==> src/hdl/spi_reg_pkg.sv <==
package spi_reg_pkg;

    typedef logic [31:0] data_t;  // Bus data word
    typedef logic [7:0]  addr_t;  // Register address from the address byte
    typedef logic [7:0]  byte_t;  // One UART character

    // Serial protocol bytes
    localparam byte_t OP_WRITE = 8'h57;  // 'W'
    localparam byte_t OP_READ  = 8'h52;  // 'R'
    localparam byte_t ACK_BYTE = 8'h2B;  // '+' write done
    localparam byte_t NAK_BYTE = 8'h3F;  // '?' unknown opcode

    localparam data_t BAD_ADDR_DATA  = 32'hBAD0_ADD5;  // Unmapped read value
    localparam int    BYTES_PER_WORD = 4;              // Bytes per word on the link

    // Command server states
    typedef enum logic [2:0] {
        IDLE,      // Waiting for opcode
        GET_ADDR,  // Waiting for address byte
        GET_DATA,  // Collecting write data
        BUS_WR,    // Write strobe cycle
        BUS_RD,    // Read strobe cycle
        WAIT_RD,   // Waiting for decoder read data
        SEND       // Reply bytes out
    } srv_state_t;

endpackage

==> src/hdl/opb_if.sv <==
`timescale 1ns/1ps

// Simple OPB style register bus
interface opb_if;
    import spi_reg_pkg::*;

    addr_t addr;   // Register address
    data_t wdata;  // Write data
    logic  re;     // One-cycle read strobe
    logic  we;     // One-cycle write strobe

    // Command server side
    modport master (output addr, output wdata, output re, output we);

    // Address decoder sees the whole bus
    modport decoder (input addr, input wdata, input re, input we);

    // Register bank only needs the write data
    modport target (input wdata);

endinterface

==> src/hdl/uart_rx.sv <==
`timescale 1ns/1ps

module uart_rx #(
    parameter int CLKS_PER_BIT = 87
) (
    input  logic               sys_clk,
    input  logic               rst,
    input  logic               uart_rxd,
    output spi_reg_pkg::byte_t rx_data,
    output logic               rx_valid
);

    localparam int CNT_W = $clog2(CLKS_PER_BIT + 1);
    localparam logic [CNT_W-1:0] LAST = CNT_W'(CLKS_PER_BIT - 1);        // End of bit
    localparam logic [CNT_W-1:0] HALF = CNT_W'((CLKS_PER_BIT - 1) / 2);  // Mid-bit point

    typedef enum logic [1:0] {
        RX_IDLE,
        RX_START,
        RX_DATA,
        RX_STOP
    } rx_state_t;

    rx_state_t        state;
    logic [2:0]       sync;     // Two sync flops plus one history flop
    logic [CNT_W-1:0] cnt;      // Clocks within the current bit
    logic [2:0]       bit_idx;  // Data bit number
    logic             line;     // Synchronised line level
    logic             bit_end;

    assign line    = sync[1];
    assign bit_end = (cnt == LAST);

    always_ff @(posedge sys_clk) begin
        if (rst) begin
            sync     <= 3'b111;  // Line idles high
            state    <= RX_IDLE;
            cnt      <= '0;
            bit_idx  <= '0;
            rx_valid <= 1'b0;
        end else begin
            sync     <= {sync[1:0], uart_rxd};
            rx_valid <= 1'b0;
            case (state)
                RX_IDLE: begin
                    cnt <= '0;
                    if (sync[2] && !line) begin  // Falling start edge
                        state <= RX_START;
                    end
                end
                RX_START: begin
                    if (cnt == HALF) begin
                        cnt     <= '0;
                        bit_idx <= '0;
                        state   <= line ? RX_IDLE : RX_DATA;  // Glitch rejected
                    end else begin
                        cnt <= cnt + 1'b1;
                    end
                end
                RX_DATA: begin
                    if (bit_end) begin
                        cnt     <= '0;
                        bit_idx <= bit_idx + 1'b1;
                        if (bit_idx == 3'd7) begin
                            state <= RX_STOP;
                        end
                    end else begin
                        cnt <= cnt + 1'b1;
                    end
                end
                RX_STOP: begin
                    if (bit_end) begin
                        cnt      <= '0;
                        rx_valid <= line;  // Low stop bit drops the byte
                        state    <= RX_IDLE;
                    end else begin
                        cnt <= cnt + 1'b1;
                    end
                end
                default: state <= RX_IDLE;
            endcase
        end
    end

    // LSB first into the top of the shifter
    always_ff @(posedge sys_clk) begin
        if (state == RX_DATA && bit_end) begin
            rx_data <= {line, rx_data[7:1]};
        end
    end

endmodule

==> src/hdl/uart_tx.sv <==
`timescale 1ns/1ps

module uart_tx #(
    parameter int CLKS_PER_BIT = 87
) (
    input  logic               sys_clk,
    input  logic               rst,
    input  logic               tx_start,
    input  spi_reg_pkg::byte_t tx_data,
    output logic               uart_txd,
    output logic               tx_busy
);

    localparam int CNT_W = $clog2(CLKS_PER_BIT + 1);
    localparam logic [CNT_W-1:0] LAST = CNT_W'(CLKS_PER_BIT - 1);  // Last clock of a bit

    logic [9:0]       frame;    // Stop, data, start
    logic [CNT_W-1:0] cnt;      // Clocks within the current bit
    logic [3:0]       bit_idx;  // Bit of the frame on the line

    assign uart_txd = frame[0];

    always_ff @(posedge sys_clk) begin
        if (rst) begin
            frame   <= '1;  // Idle high
            tx_busy <= 1'b0;
            cnt     <= '0;
            bit_idx <= '0;
        end else if (!tx_busy) begin
            if (tx_start) begin
                frame   <= {1'b1, tx_data, 1'b0};  // 8N1 frame
                tx_busy <= 1'b1;
                cnt     <= '0;
                bit_idx <= '0;
            end
        end else if (cnt == LAST) begin
            cnt   <= '0;
            frame <= {1'b1, frame[9:1]};  // Ones fill behind the stop bit
            if (bit_idx == 4'd9) begin
                tx_busy <= 1'b0;  // Stop bit done
            end else begin
                bit_idx <= bit_idx + 1'b1;
            end
        end else begin
            cnt <= cnt + 1'b1;
        end
    end

endmodule

==> src/hdl/cmd_server.sv <==
`timescale 1ns/1ps

module cmd_server (
    input  logic               sys_clk,
    input  logic               rst,
    input  spi_reg_pkg::byte_t rx_data,
    input  logic               rx_valid,
    output spi_reg_pkg::byte_t tx_data,
    output logic               tx_start,
    input  logic               tx_busy,
    opb_if.master              bus,
    input  spi_reg_pkg::data_t rd_data,
    input  logic               rd_valid
);
    import spi_reg_pkg::*;

    localparam int CNT_W = $clog2(BYTES_PER_WORD + 1);

    srv_state_t       state;
    logic             is_wr;     // Current command is a write
    logic [CNT_W-1:0] byte_cnt;  // Data bytes in or reply bytes left
    addr_t            addr_q;
    data_t            word;      // Write data then reply bytes
    logic             send_ok;   // Transmitter free for the next byte
    logic             last_data;
    logic             known_op;

    assign send_ok   = (state == SEND) && !tx_busy && !tx_start;
    assign last_data = (byte_cnt == CNT_W'(BYTES_PER_WORD - 1));
    assign known_op  = (rx_data == OP_WRITE) || (rx_data == OP_READ);

    // Strobes straight from state so each lasts one cycle
    assign bus.addr  = addr_q;
    assign bus.wdata = word;
    assign bus.we    = (state == BUS_WR);
    assign bus.re    = (state == BUS_RD);

    always_ff @(posedge sys_clk) begin
        if (rst) begin
            state    <= IDLE;
            is_wr    <= 1'b0;
            byte_cnt <= '0;
            tx_start <= 1'b0;
        end else begin
            tx_start <= send_ok;
            case (state)
                IDLE: begin
                    if (rx_valid) begin
                        is_wr <= (rx_data == OP_WRITE);
                        if (known_op) begin
                            state <= GET_ADDR;
                        end else begin
                            byte_cnt <= CNT_W'(1);  // Single NAK byte
                            state    <= SEND;
                        end
                    end
                end
                GET_ADDR: begin
                    if (rx_valid) begin
                        byte_cnt <= '0;
                        state    <= is_wr ? GET_DATA : BUS_RD;
                    end
                end
                GET_DATA: begin
                    if (rx_valid) begin
                        byte_cnt <= byte_cnt + 1'b1;
                        if (last_data) begin
                            state <= BUS_WR;
                        end
                    end
                end
                BUS_WR: begin
                    byte_cnt <= CNT_W'(1);  // Single ACK byte
                    state    <= SEND;
                end
                BUS_RD: state <= WAIT_RD;
                WAIT_RD: begin
                    if (rd_valid) begin
                        byte_cnt <= CNT_W'(BYTES_PER_WORD);  // Whole word back
                        state    <= SEND;
                    end
                end
                SEND: begin
                    if (send_ok) begin
                        byte_cnt <= byte_cnt - 1'b1;
                        if (byte_cnt == CNT_W'(1)) begin
                            state <= IDLE;  // Last byte handed over
                        end
                    end
                end
                default: state <= IDLE;
            endcase
        end
    end

    // Address and data path
    always_ff @(posedge sys_clk) begin
        case (state)
            IDLE:     if (rx_valid) word <= {NAK_BYTE, 24'h0};
            GET_ADDR: if (rx_valid) addr_q <= rx_data;
            GET_DATA: if (rx_valid) word <= {word[23:0], rx_data};  // MSB first
            BUS_WR:   word <= {ACK_BYTE, 24'h0};  // Kept until the strobe ends
            WAIT_RD:  if (rd_valid) word <= rd_data;
            SEND: begin
                if (send_ok) begin
                    tx_data <= word[31:24];
                    word    <= {word[23:0], 8'h0};
                end
            end
            default: ;
        endcase
    end

endmodule

==> src/hdl/address_decode.sv <==
`timescale 1ns/1ps

module address_decode #(
    parameter int NUM_SP_REGS = 2
) (
    input  logic                   sys_clk,
    input  logic                   rst,
    opb_if.decoder                 bus,
    output logic [NUM_SP_REGS-1:0] sp_we,
    input  spi_reg_pkg::data_t     sp_q [NUM_SP_REGS],
    output spi_reg_pkg::data_t     rd_data,
    output logic                   rd_valid
);
    import spi_reg_pkg::*;

    localparam int SEL_W = (NUM_SP_REGS > 1) ? $clog2(NUM_SP_REGS) : 1;

    logic             in_range;  // Address hits the scratchpad
    logic [SEL_W-1:0] sel;       // Register index

    assign in_range = (int'(bus.addr) < NUM_SP_REGS);
    assign sel      = bus.addr[SEL_W-1:0];

    // Write strobes follow we in the same cycle
    always_comb begin
        sp_we = '0;
        if (bus.we && in_range) begin
            sp_we[sel] = 1'b1;
        end
    end

    always_ff @(posedge sys_clk) begin
        if (rst) begin
            rd_valid <= 1'b0;
        end else begin
            rd_valid <= bus.re;  // One cycle behind re
        end
    end

    // Registered read mux
    always_ff @(posedge sys_clk) begin
        if (bus.re) begin
            rd_data <= in_range ? sp_q[sel] : BAD_ADDR_DATA;
        end
    end

endmodule

==> src/hdl/scratch_pad.sv <==
`timescale 1ns/1ps

module scratch_pad #(
    parameter int NUM_SP_REGS = 2
) (
    input  logic                   sys_clk,
    input  logic                   rst,
    opb_if.target                  bus,
    input  logic [NUM_SP_REGS-1:0] sp_we,
    output spi_reg_pkg::data_t     sp_q [NUM_SP_REGS]
);

    // One word per register
    always_ff @(posedge sys_clk) begin
        for (int i = 0; i < NUM_SP_REGS; i++) begin
            if (rst) begin
                sp_q[i] <= '0;  // Readable as zero after reset
            end else if (sp_we[i]) begin
                sp_q[i] <= bus.wdata;
            end
        end
    end

endmodule

==> src/hdl/top.sv <==
`timescale 1ns/1ps

module top #(
    parameter int CLKS_PER_BIT = 87,
    parameter int NUM_SP_REGS  = 2
) (
    input  logic sys_clk,
    input  logic rst,
    input  logic uart_rxd,
    output logic uart_txd
);
    import spi_reg_pkg::*;

    byte_t                  rx_data;   // Received byte
    logic                   rx_valid;
    byte_t                  tx_data;   // Reply byte
    logic                   tx_start;
    logic                   tx_busy;
    logic [NUM_SP_REGS-1:0] sp_we;     // Per register write strobes
    data_t                  sp_q [NUM_SP_REGS];
    data_t                  rd_data;   // Decoder read data
    logic                   rd_valid;

    opb_if bus ();  // Register bus

    uart_rx #(.CLKS_PER_BIT(CLKS_PER_BIT)) uart_rx_0 (
        .sys_clk  (sys_clk),
        .rst      (rst),
        .uart_rxd (uart_rxd),
        .rx_data  (rx_data),
        .rx_valid (rx_valid)
    );

    uart_tx #(.CLKS_PER_BIT(CLKS_PER_BIT)) uart_tx_0 (
        .sys_clk  (sys_clk),
        .rst      (rst),
        .tx_start (tx_start),
        .tx_data  (tx_data),
        .uart_txd (uart_txd),
        .tx_busy  (tx_busy)
    );

    cmd_server cmd_server_0 (
        .sys_clk  (sys_clk),
        .rst      (rst),
        .rx_data  (rx_data),
        .rx_valid (rx_valid),
        .tx_data  (tx_data),
        .tx_start (tx_start),
        .tx_busy  (tx_busy),
        .bus      (bus.master),
        .rd_data  (rd_data),
        .rd_valid (rd_valid)
    );

    address_decode #(.NUM_SP_REGS(NUM_SP_REGS)) address_decode_0 (
        .sys_clk  (sys_clk),
        .rst      (rst),
        .bus      (bus.decoder),
        .sp_we    (sp_we),
        .sp_q     (sp_q),
        .rd_data  (rd_data),
        .rd_valid (rd_valid)
    );

    scratch_pad #(.NUM_SP_REGS(NUM_SP_REGS)) scratch_pad_0 (
        .sys_clk (sys_clk),
        .rst     (rst),
        .bus     (bus.target),
        .sp_we   (sp_we),
        .sp_q    (sp_q)
    );

endmodule

==> config.mk <==
export PLATFORM = sky130hd
export DESIGN_NAME = top
export DESIGN_NICKNAME = d
export VERILOG_FILES = /design/src/hdl/spi_reg_pkg.sv /design/src/hdl/opb_if.sv /design/src/hdl/uart_rx.sv /design/src/hdl/uart_tx.sv /design/src/hdl/cmd_server.sv /design/src/hdl/address_decode.sv /design/src/hdl/scratch_pad.sv /design/src/hdl/top.sv
export SDC_FILE = /design/constraint.sdc
export NUM_CORES = 1
export LEC_CHECK = 0
export BUFFER_PORTS_ARGS = -buffer_cell sky130_fd_sc_hd__clkbuf_2
export CAP_MARGIN = 25
export CORE_AREA = 3 3 186 188
export CTS_BUF_LIST = sky130_fd_sc_hd__clkbuf_16
export CTS_CLUSTER_DIAMETER = 30
export DETAILED_ROUTE_END_ITERATION = 6
export DIE_AREA = 0 0 189 191
export PLACE_DENSITY = 0.36
export REMOVE_ABC_BUFFERS = 1
export SLEW_MARGIN = 15
export SYNTH_ARGS = -nofsm -noshare
export SYNTH_HDL_FRONTEND = slang
export SYNTH_SLANG_ARGS = --single-unit
export TNS_END_PERCENT = 20
==> constraint.sdc <==
create_clock -name sys_clk -period 3.19 [get_ports sys_clk]
set_input_delay 0.319 -clock sys_clk [delete_from_list [all_inputs] [get_ports sys_clk]]
set_output_delay 0.319 -clock sys_clk [all_outputs]
set_load 0.01 [all_outputs]
==> metrics.md, run 1 <==
| Metric | Value |
|---|---|
| Status | `complete, no violations` |
| Clk pwr share | `41.2%` |
| Initial drt markers | `roughly 340` |
| GR Layer Usage met3 | `between 1.5 and 2%` |
| Pre-CTS setup slack | `approximately 0.99 ns` |
| Final ANT Viol Nets | `0` |
| Arr. time, crit path | `2.27 ns` |
| Switching Power | `1.31 mW` |
| Critical path capture point type | `flop` |
| DR DRC count | `0` |
| Syn avg cell area | `approximately 12 µm²` |
| GP Congestion | `0.719` |
| Met2 usage | `between 10% and 20%` |
| Die ar. | `0.0361 mm²` |
| Worst clock skew | `approximately 0.015 ns` |
| Final setup viols | `0` |
| Area of the multi-input gates | `0.00317 mm²` |
| Worst-path clk slew | `around 0.070 ns` |
| Std cell rows | `67` |
| Power per Cell Area | `551 mW/mm²` |
| Synth cell count leaders | `dfxtp_1 (110), mux2i_1 (106), nor2_1 (103)` |
| Cell-internal power | `about 3.9 mW` |
| Congestion Overflow GR | `0` |
| Most frequent cell after synthesis | `dfxtp_1` |
| Leading post-synthesis cells by cell area | `edfxtp_1 (32%), dfxtp_1 (27%), mux2i_1 (13%), nor2_1 (4.7%), a22o_1 (2.8%)` |
| Routed vias/inst | `between 4 and 5` |
| Final hold vios | `0` |
| Final Power | `~5.2 mW` |
| Max-slew violations | `0` |
| Initial Utilization | `roughly a quarter` |
| Clk_lat worst skew | `approximately 0.44 ns` |
| TNS Setup | `0 ns` |
| Largest net degree at the start of global routing | `39` |
| Final period utilization | `68.7%` |
| Maximum clock path buffer count | `2` |
| Crit path max fanout | `32` |
| Fin nets | `718` |
| Drt wl/cell | `approximately 16 µm` |
| Top FF cell, synth | `dfxtp_1` |
| Setup CP Type | `flop to flop` |
| Netlist cell types | `66` |
| PnR worst setup slack | `approximately 1.0 ns` |
| Final worst path period need | `roughly 2.2 ns` |
| Antenna violations before repair | `0` |
| Number of synthesized register bits | `198` |
| Seq/Total Area, Yosys | `58.6%` |
| Top cell type's share of synthesized area | `a little under a third` |
| DRT Pass-1 Iters | `7` |
| Met1 usage | `14.0%` |
| Leakage | `between 3 and 4 nW` |
| CTS tree | `built` |
| Slew HR | `between 50% and 60%` |
| Core area | `around 0.033 mm²` |
| Worst Tran Pin Value | `about 0.75 ns` |
| Area Growth Syn to Fin | `13.3%` |
| EDFF count, synth | `88` |
| Worst hold path class | `input pin to flop` |
| PostCTS Resize Cnt | `0` |
| Sequential power share | `53.7%` |
| Clock buffer count from CTS | `17` |
| Max VDD drop | `around 0.27 mV` |
| Fmax achieved | `around 460 MHz` |
| Boundary Pins | `4` |
| Comb power frac | `about 5%` |
| H-tree depth | `4` |
| Port bufs | `3` |
| Cell area after synthesis | `just over 0.008 mm²` |
| Critical Path RT | `3.27 ns` |
| Register Area | `between 0.004 and 0.005 mm²` |
| Fillers | `3400` |
| Hold Buf Count CTS | `0` |
| Yosys top cell by area | `edfxtp_1` |
| Unrepaired setup endpoints after global routing | `false` |
| Share of cells above drive strength 1 | `9.97%` |
| Sw Share | `25.4%` |
| CTS Root Cell | `clkbuf_16` |
| Max Cap Violations | `0` |
| Cells after Synth | `~700` |
| Clock tree sinks | `198` |
| First-pass GRT wire length | `between 30000 and 40000 µm` |
| CP Launch Type | `flop` |
| Number of synthesis warnings | `0` |
| GRT Total Usage | `between 10% and 20%` |
| Final wirelength | `between 15000 and 20000 µm` |
| Most Used Layer, Global Route | `met2` |
| Hpwl dp | `11800 µm` |
| Die Width | `189 µm` |
| Vias | `around 5200` |
| Diodes inserted | `0` |
| Setup Buffers After CTS | `0` |
| Die height | `191 µm` |
| FFs w/ async S/R, synth | `0%` |
| Number of global-route vias before repair | `5296` |
==> cells in the final DEF, fill, tap and decap left out, types with 8 or more instances in the layout <==
cell	netlist	layout
nand2_1	37	37
mux2_2	8	8
mux2i_1	106	106
dfxtp_1	110	110
buf_4	3	16
nand3_1	9	9
inv_1	17	17
a311oi_1	8	8
nor2_1	103	101
a21oi_1	19	19
ha_1	16	16
edfxtp_1	88	88
clkbuf_16	0	17
a22o_1	26	26
nand2b_1	12	12
==> kinds of logic after synthesis <==
group	share of synthesized area [%]
xor+xnor	0.847
compound gates	9.10
simple gates	12.0
flops	58.6
buf+inv	3.15
mux	13.9
fa+ha+maj	2.42
==> worst paths after layout <==
path | from | to | slack [ns] | depth (start not counted)
setup / recovery | cmd_server_0.tx_start | cmd_server_0.bus.wdata[22] | 1.0 | 5
hold / removal | uart_rxd | uart_rx_0.sync[0] | 0.08 | 2
setup reg to reg | cmd_server_0.tx_start | cmd_server_0.bus.wdata[22] | 1.0 | 5
hold reg to reg | uart_rx_0.sync[0] | uart_rx_0.sync[1] | 0.41 | 1
==> critical path, stage by stage, from the launching register on <==
cell and delay, ns:
dfxtp_1 0.35, or2_1 0.32, a311o_1 0.44, a21oi_1 0.17, a221o_1 0.13, buf_4 0.42
==> layer usage <==
metal	part of all wire, %	routed length [µm]
met1	49	9240
met4	1.4	262
met2	48	9010
met3	1.5	280
met5	0	0
==> cell type report <==
class / count / area share, %
clock buffer: 17 / 4.54
inverter: 17 / 0.681
sequential: 198 / 51.7
tap: 448 / 5.98
multi-input combinational: 446 / 33.9
clock inverter: 15 / 1.66
timing repair buffer: 19 / 1.60
==> through the flow <==
| step | utilization [%] | hold slack [ns] | std cells | cell area (µm²) |
|---|---|---|---|---|
| finish | 28.2 | 0.0773 | 1160 | 9370 |
| global route | 28.2 | 0.0709 | 1160 | 9370 |
| CTS | 28.2 | 0.0633 | 1160 | 9370 |
| detailed placement | 26.4 | 0.395 | 1128 | 8790 |
| global placement | 26.4 | 0.400 | 1128 | 8790 |
| floorplan | - | 0.388 | 661 | 8080 |
==> power by group through the flow <==
stage               clock network [mW]  registers [mW]  logic, mW
floorplan                            0            2.82      0.156
global placement                     0            2.83      0.265
detailed placement                   0            2.83      0.267
CTS                               2.21            2.78      0.269
global route                      2.30            2.78      0.293
finish                            2.13            2.77      0.264
==> sequential cells by signal, summed over array words and instances (netlist names), 3 cells and up, named ones only <==
register / count
uart_tx_0.cnt: 7
cmd_server_0.byte_cnt: 3
cmd_server_0.bus.wdata: 32
uart_rx_0.sync: 3
uart_rx_0.rx_data: 8
scratch_pad_0.sp_q: 64
uart_tx_0.frame: 9
uart_rx_0.cnt: 7
cmd_server_0.bus.addr: 8
uart_rx_0.bit_idx: 3
uart_tx_0.bit_idx: 4
cmd_server_0.tx_data: 8
cmd_server_0.state: 3
address_decode_0.rd_data: 32
No activity file was read; power rests on OpenSTA's default activity.
==> inputs of run 2 (changes only) <==
- clock period: 3.19 -> 2.22 ns (I/O delays scaled with it)
==> metrics.md, run 2 (same netlist as run 1, synthesis figures left out) <==
| Metric | Value |
|---|---|
| Highest-count cells in the layout ignoring fill and taps | `dfxtp_1 (110), mux2i_1 (106), nor2_1 (101), edfxtp_1 (88), nand2_1 (37)` |
| Diodes inserted | `0` |
| Max-slew violations | `0` |
| Buffers & Inverters on Critical Path | `1` |
| Worst path cell trace | `inv_1 -> ha_1 -> and3b_1 -> or4_1 -> or3_1 -> a21oi_1` |
| H-tree depth | `4` |
| Antenna violations before repair | `0` |
| Leakage | `between 3 and 4 nW` |
| Final wirelength | `between 15000 and 20000 µm` |
| GP Congestion | `just over 0.7` |
| Most common cell after layout, fill and taps aside | `dfxtp_1` |
| Worst Tran Pin Value | `approximately 0.70 ns` |
| CTS tree | `built` |
| Final Power | `7.34 mW` |
| CTS Root Cell | `clkbuf_16` |
| DR DRC count | `0` |
| Final period utilization | `between 90% and 100%` |
| Maximum clock path buffer count | `2` |
| CP top delay family | `simple AND/OR/NAND/NOR gates` |
| Hpwl dp | `around 12000 µm` |
| Fmax achieved | `approximately 500 MHz` |
| Worst hold path class | `input pin to flop` |
| Largest net degree at the start of global routing | `33` |
| Number of global-route vias before repair | `about 5400` |
| CP Launch Type | `flop` |
| Std cell rows | `67` |
| Max stage delay on crit path | `roughly 0.63 ns` |
| Final hold vios | `0` |
| Clk_lat worst skew | `between 0.4 and 0.5 ns` |
| Worst clock skew | `between 0.009 and 0.01 ns` |
| Core area | `roughly 0.033 mm²` |
| Final setup viols | `0` |
| Biggest register | `scratch_pad_0.sp_q` |
| Critical path capture point type | `flop` |
| Design Area, Final | `about 0.0095 mm²` |
| Drt wl/cell | `16.3 µm` |
| Largest register FFs | `64` |
| Area Growth Syn to Fin | `14.3%` |
| Max VDD drop | `about 0.38 mV` |
| Area of the multi-input gates | `between 0.003 and 0.004 mm²` |
| Arr. time, crit path | `roughly 2.4 ns` |
| Final worst path period need | `slightly above 2 ns` |
| Register Area | `about 0.0048 mm²` |
| Worst-path clk slew | `about 0.070 ns` |
| Final ANT Viol Nets | `0` |
| DRT Pass-1 Iters | `4` |
| Port bufs | `3` |
| Share of cells above drive strength 1 | `approximately 11%` |
| Die ar. | `roughly 0.036 mm²` |
| Fin nets | `approximately 730` |
| Congestion Overflow GR | `0` |
| Initial Utilization | `24.9%` |
| Boundary Pins | `4` |
| Max Cap Violations | `0` |
| Max stage delay cell, worst path | `or4_1` |
| Unrepaired setup endpoints after global routing | `false` |
| Setup CP Type | `flop to flop` |
| Die Width | `around 190 µm` |
| Fillers | `approximately 3400` |
| Slew HR | `a little over half` |
| Power per Cell Area | `776 mW/mm²` |
| First-pass GRT wire length | `roughly 30000 µm` |
| Crit path max fanout | `8` |
| Status | `complete, no violations` |
| Clock buffer count from CTS | `17` |
| Die height | `about 190 µm` |
| Initial drt markers | `255` |
| Critical Path RT | `~2.6 ns` |
| WHS | `between 0.2 and 0.25 ns` |
| Placed Instance Area | `around 0.0089 mm²` |
| Routed vias/inst | `4.47` |
| R2R Setup Slk | `about 0.21 ns` |
| GRT Total Usage | `between 10% and 20%` |
| Vias | `5233` |
| PostCTS Resize Cnt | `0` |
| Clock tree sinks | `198` |
==> run 2: cell type report <==
type | instances | area share [%]
Clock inverter | 14 | 1.19
Multi-Input combinational cell | 446 | 33.6
Clock buffer | 17 | 4.50
Inverter | 17 | 0.675
Sequential cell | 198 | 51.2
Tap cell | 448 | 5.93
Timing Repair Buffer | 32 | 2.91
==> run 2: per-stage QoR <==
step | cells | utilization, % | setup TNS [ns] | worst slack [ns]
3_3_place_gp | 1140 | 26.8 | 0 | 0.320
6_report | 1172 | 28.4 | 0 | 0.209
5_1_grt | 1172 | 28.4 | 0 | 0.0875
2_1_floorplan | 661 | - | -110.09 | -1.41
4_1_cts | 1172 | 28.4 | 0 | 0.175
3_5_place_dp | 1140 | 26.8 | 0 | 0.203
==> run 2: per-layer routing <==
metal  track usage [%]  vias to the layer above  routed length (µm)  share of wire [%]
li1                  -                     2569                   -                  -
met1              14.2                     2571                9090                 48
met5                 0                        -                   0                  0
met3              2.31                       19                 597                3.1
met4              3.95                        0                 333                1.7
met2              18.1                       74                9070                 47
==> run 2: path summary, 6_finish.rpt <==
check                            start                      to  cells past startpoint
hold / removal                     rst  scratch_pad_0.sp_q[35]                      2
setup / recovery  uart_tx_0.bit_idx[1]    uart_tx_0.bit_idx[2]                      6
hold reg to reg      uart_rx_0.sync[0]       uart_rx_0.sync[1]                      1
setup reg to reg  uart_tx_0.bit_idx[1]    uart_tx_0.bit_idx[2]                      6
==> run 2: timing repair <==
action | 4_1_cts | 5_1_grt
hold buffers | 1 | 0
setup buffers | 0 | 0
hold endpoints to repair | 1 | 0
==> run 2: power by group <==
part	switching [mW]	total, mW	internal, mW
sequential	0.0773	3.99	3.91
combinational	0.266	0.419	0.154
clock	1.40	2.93	1.54
total	1.74	7.34	5.60
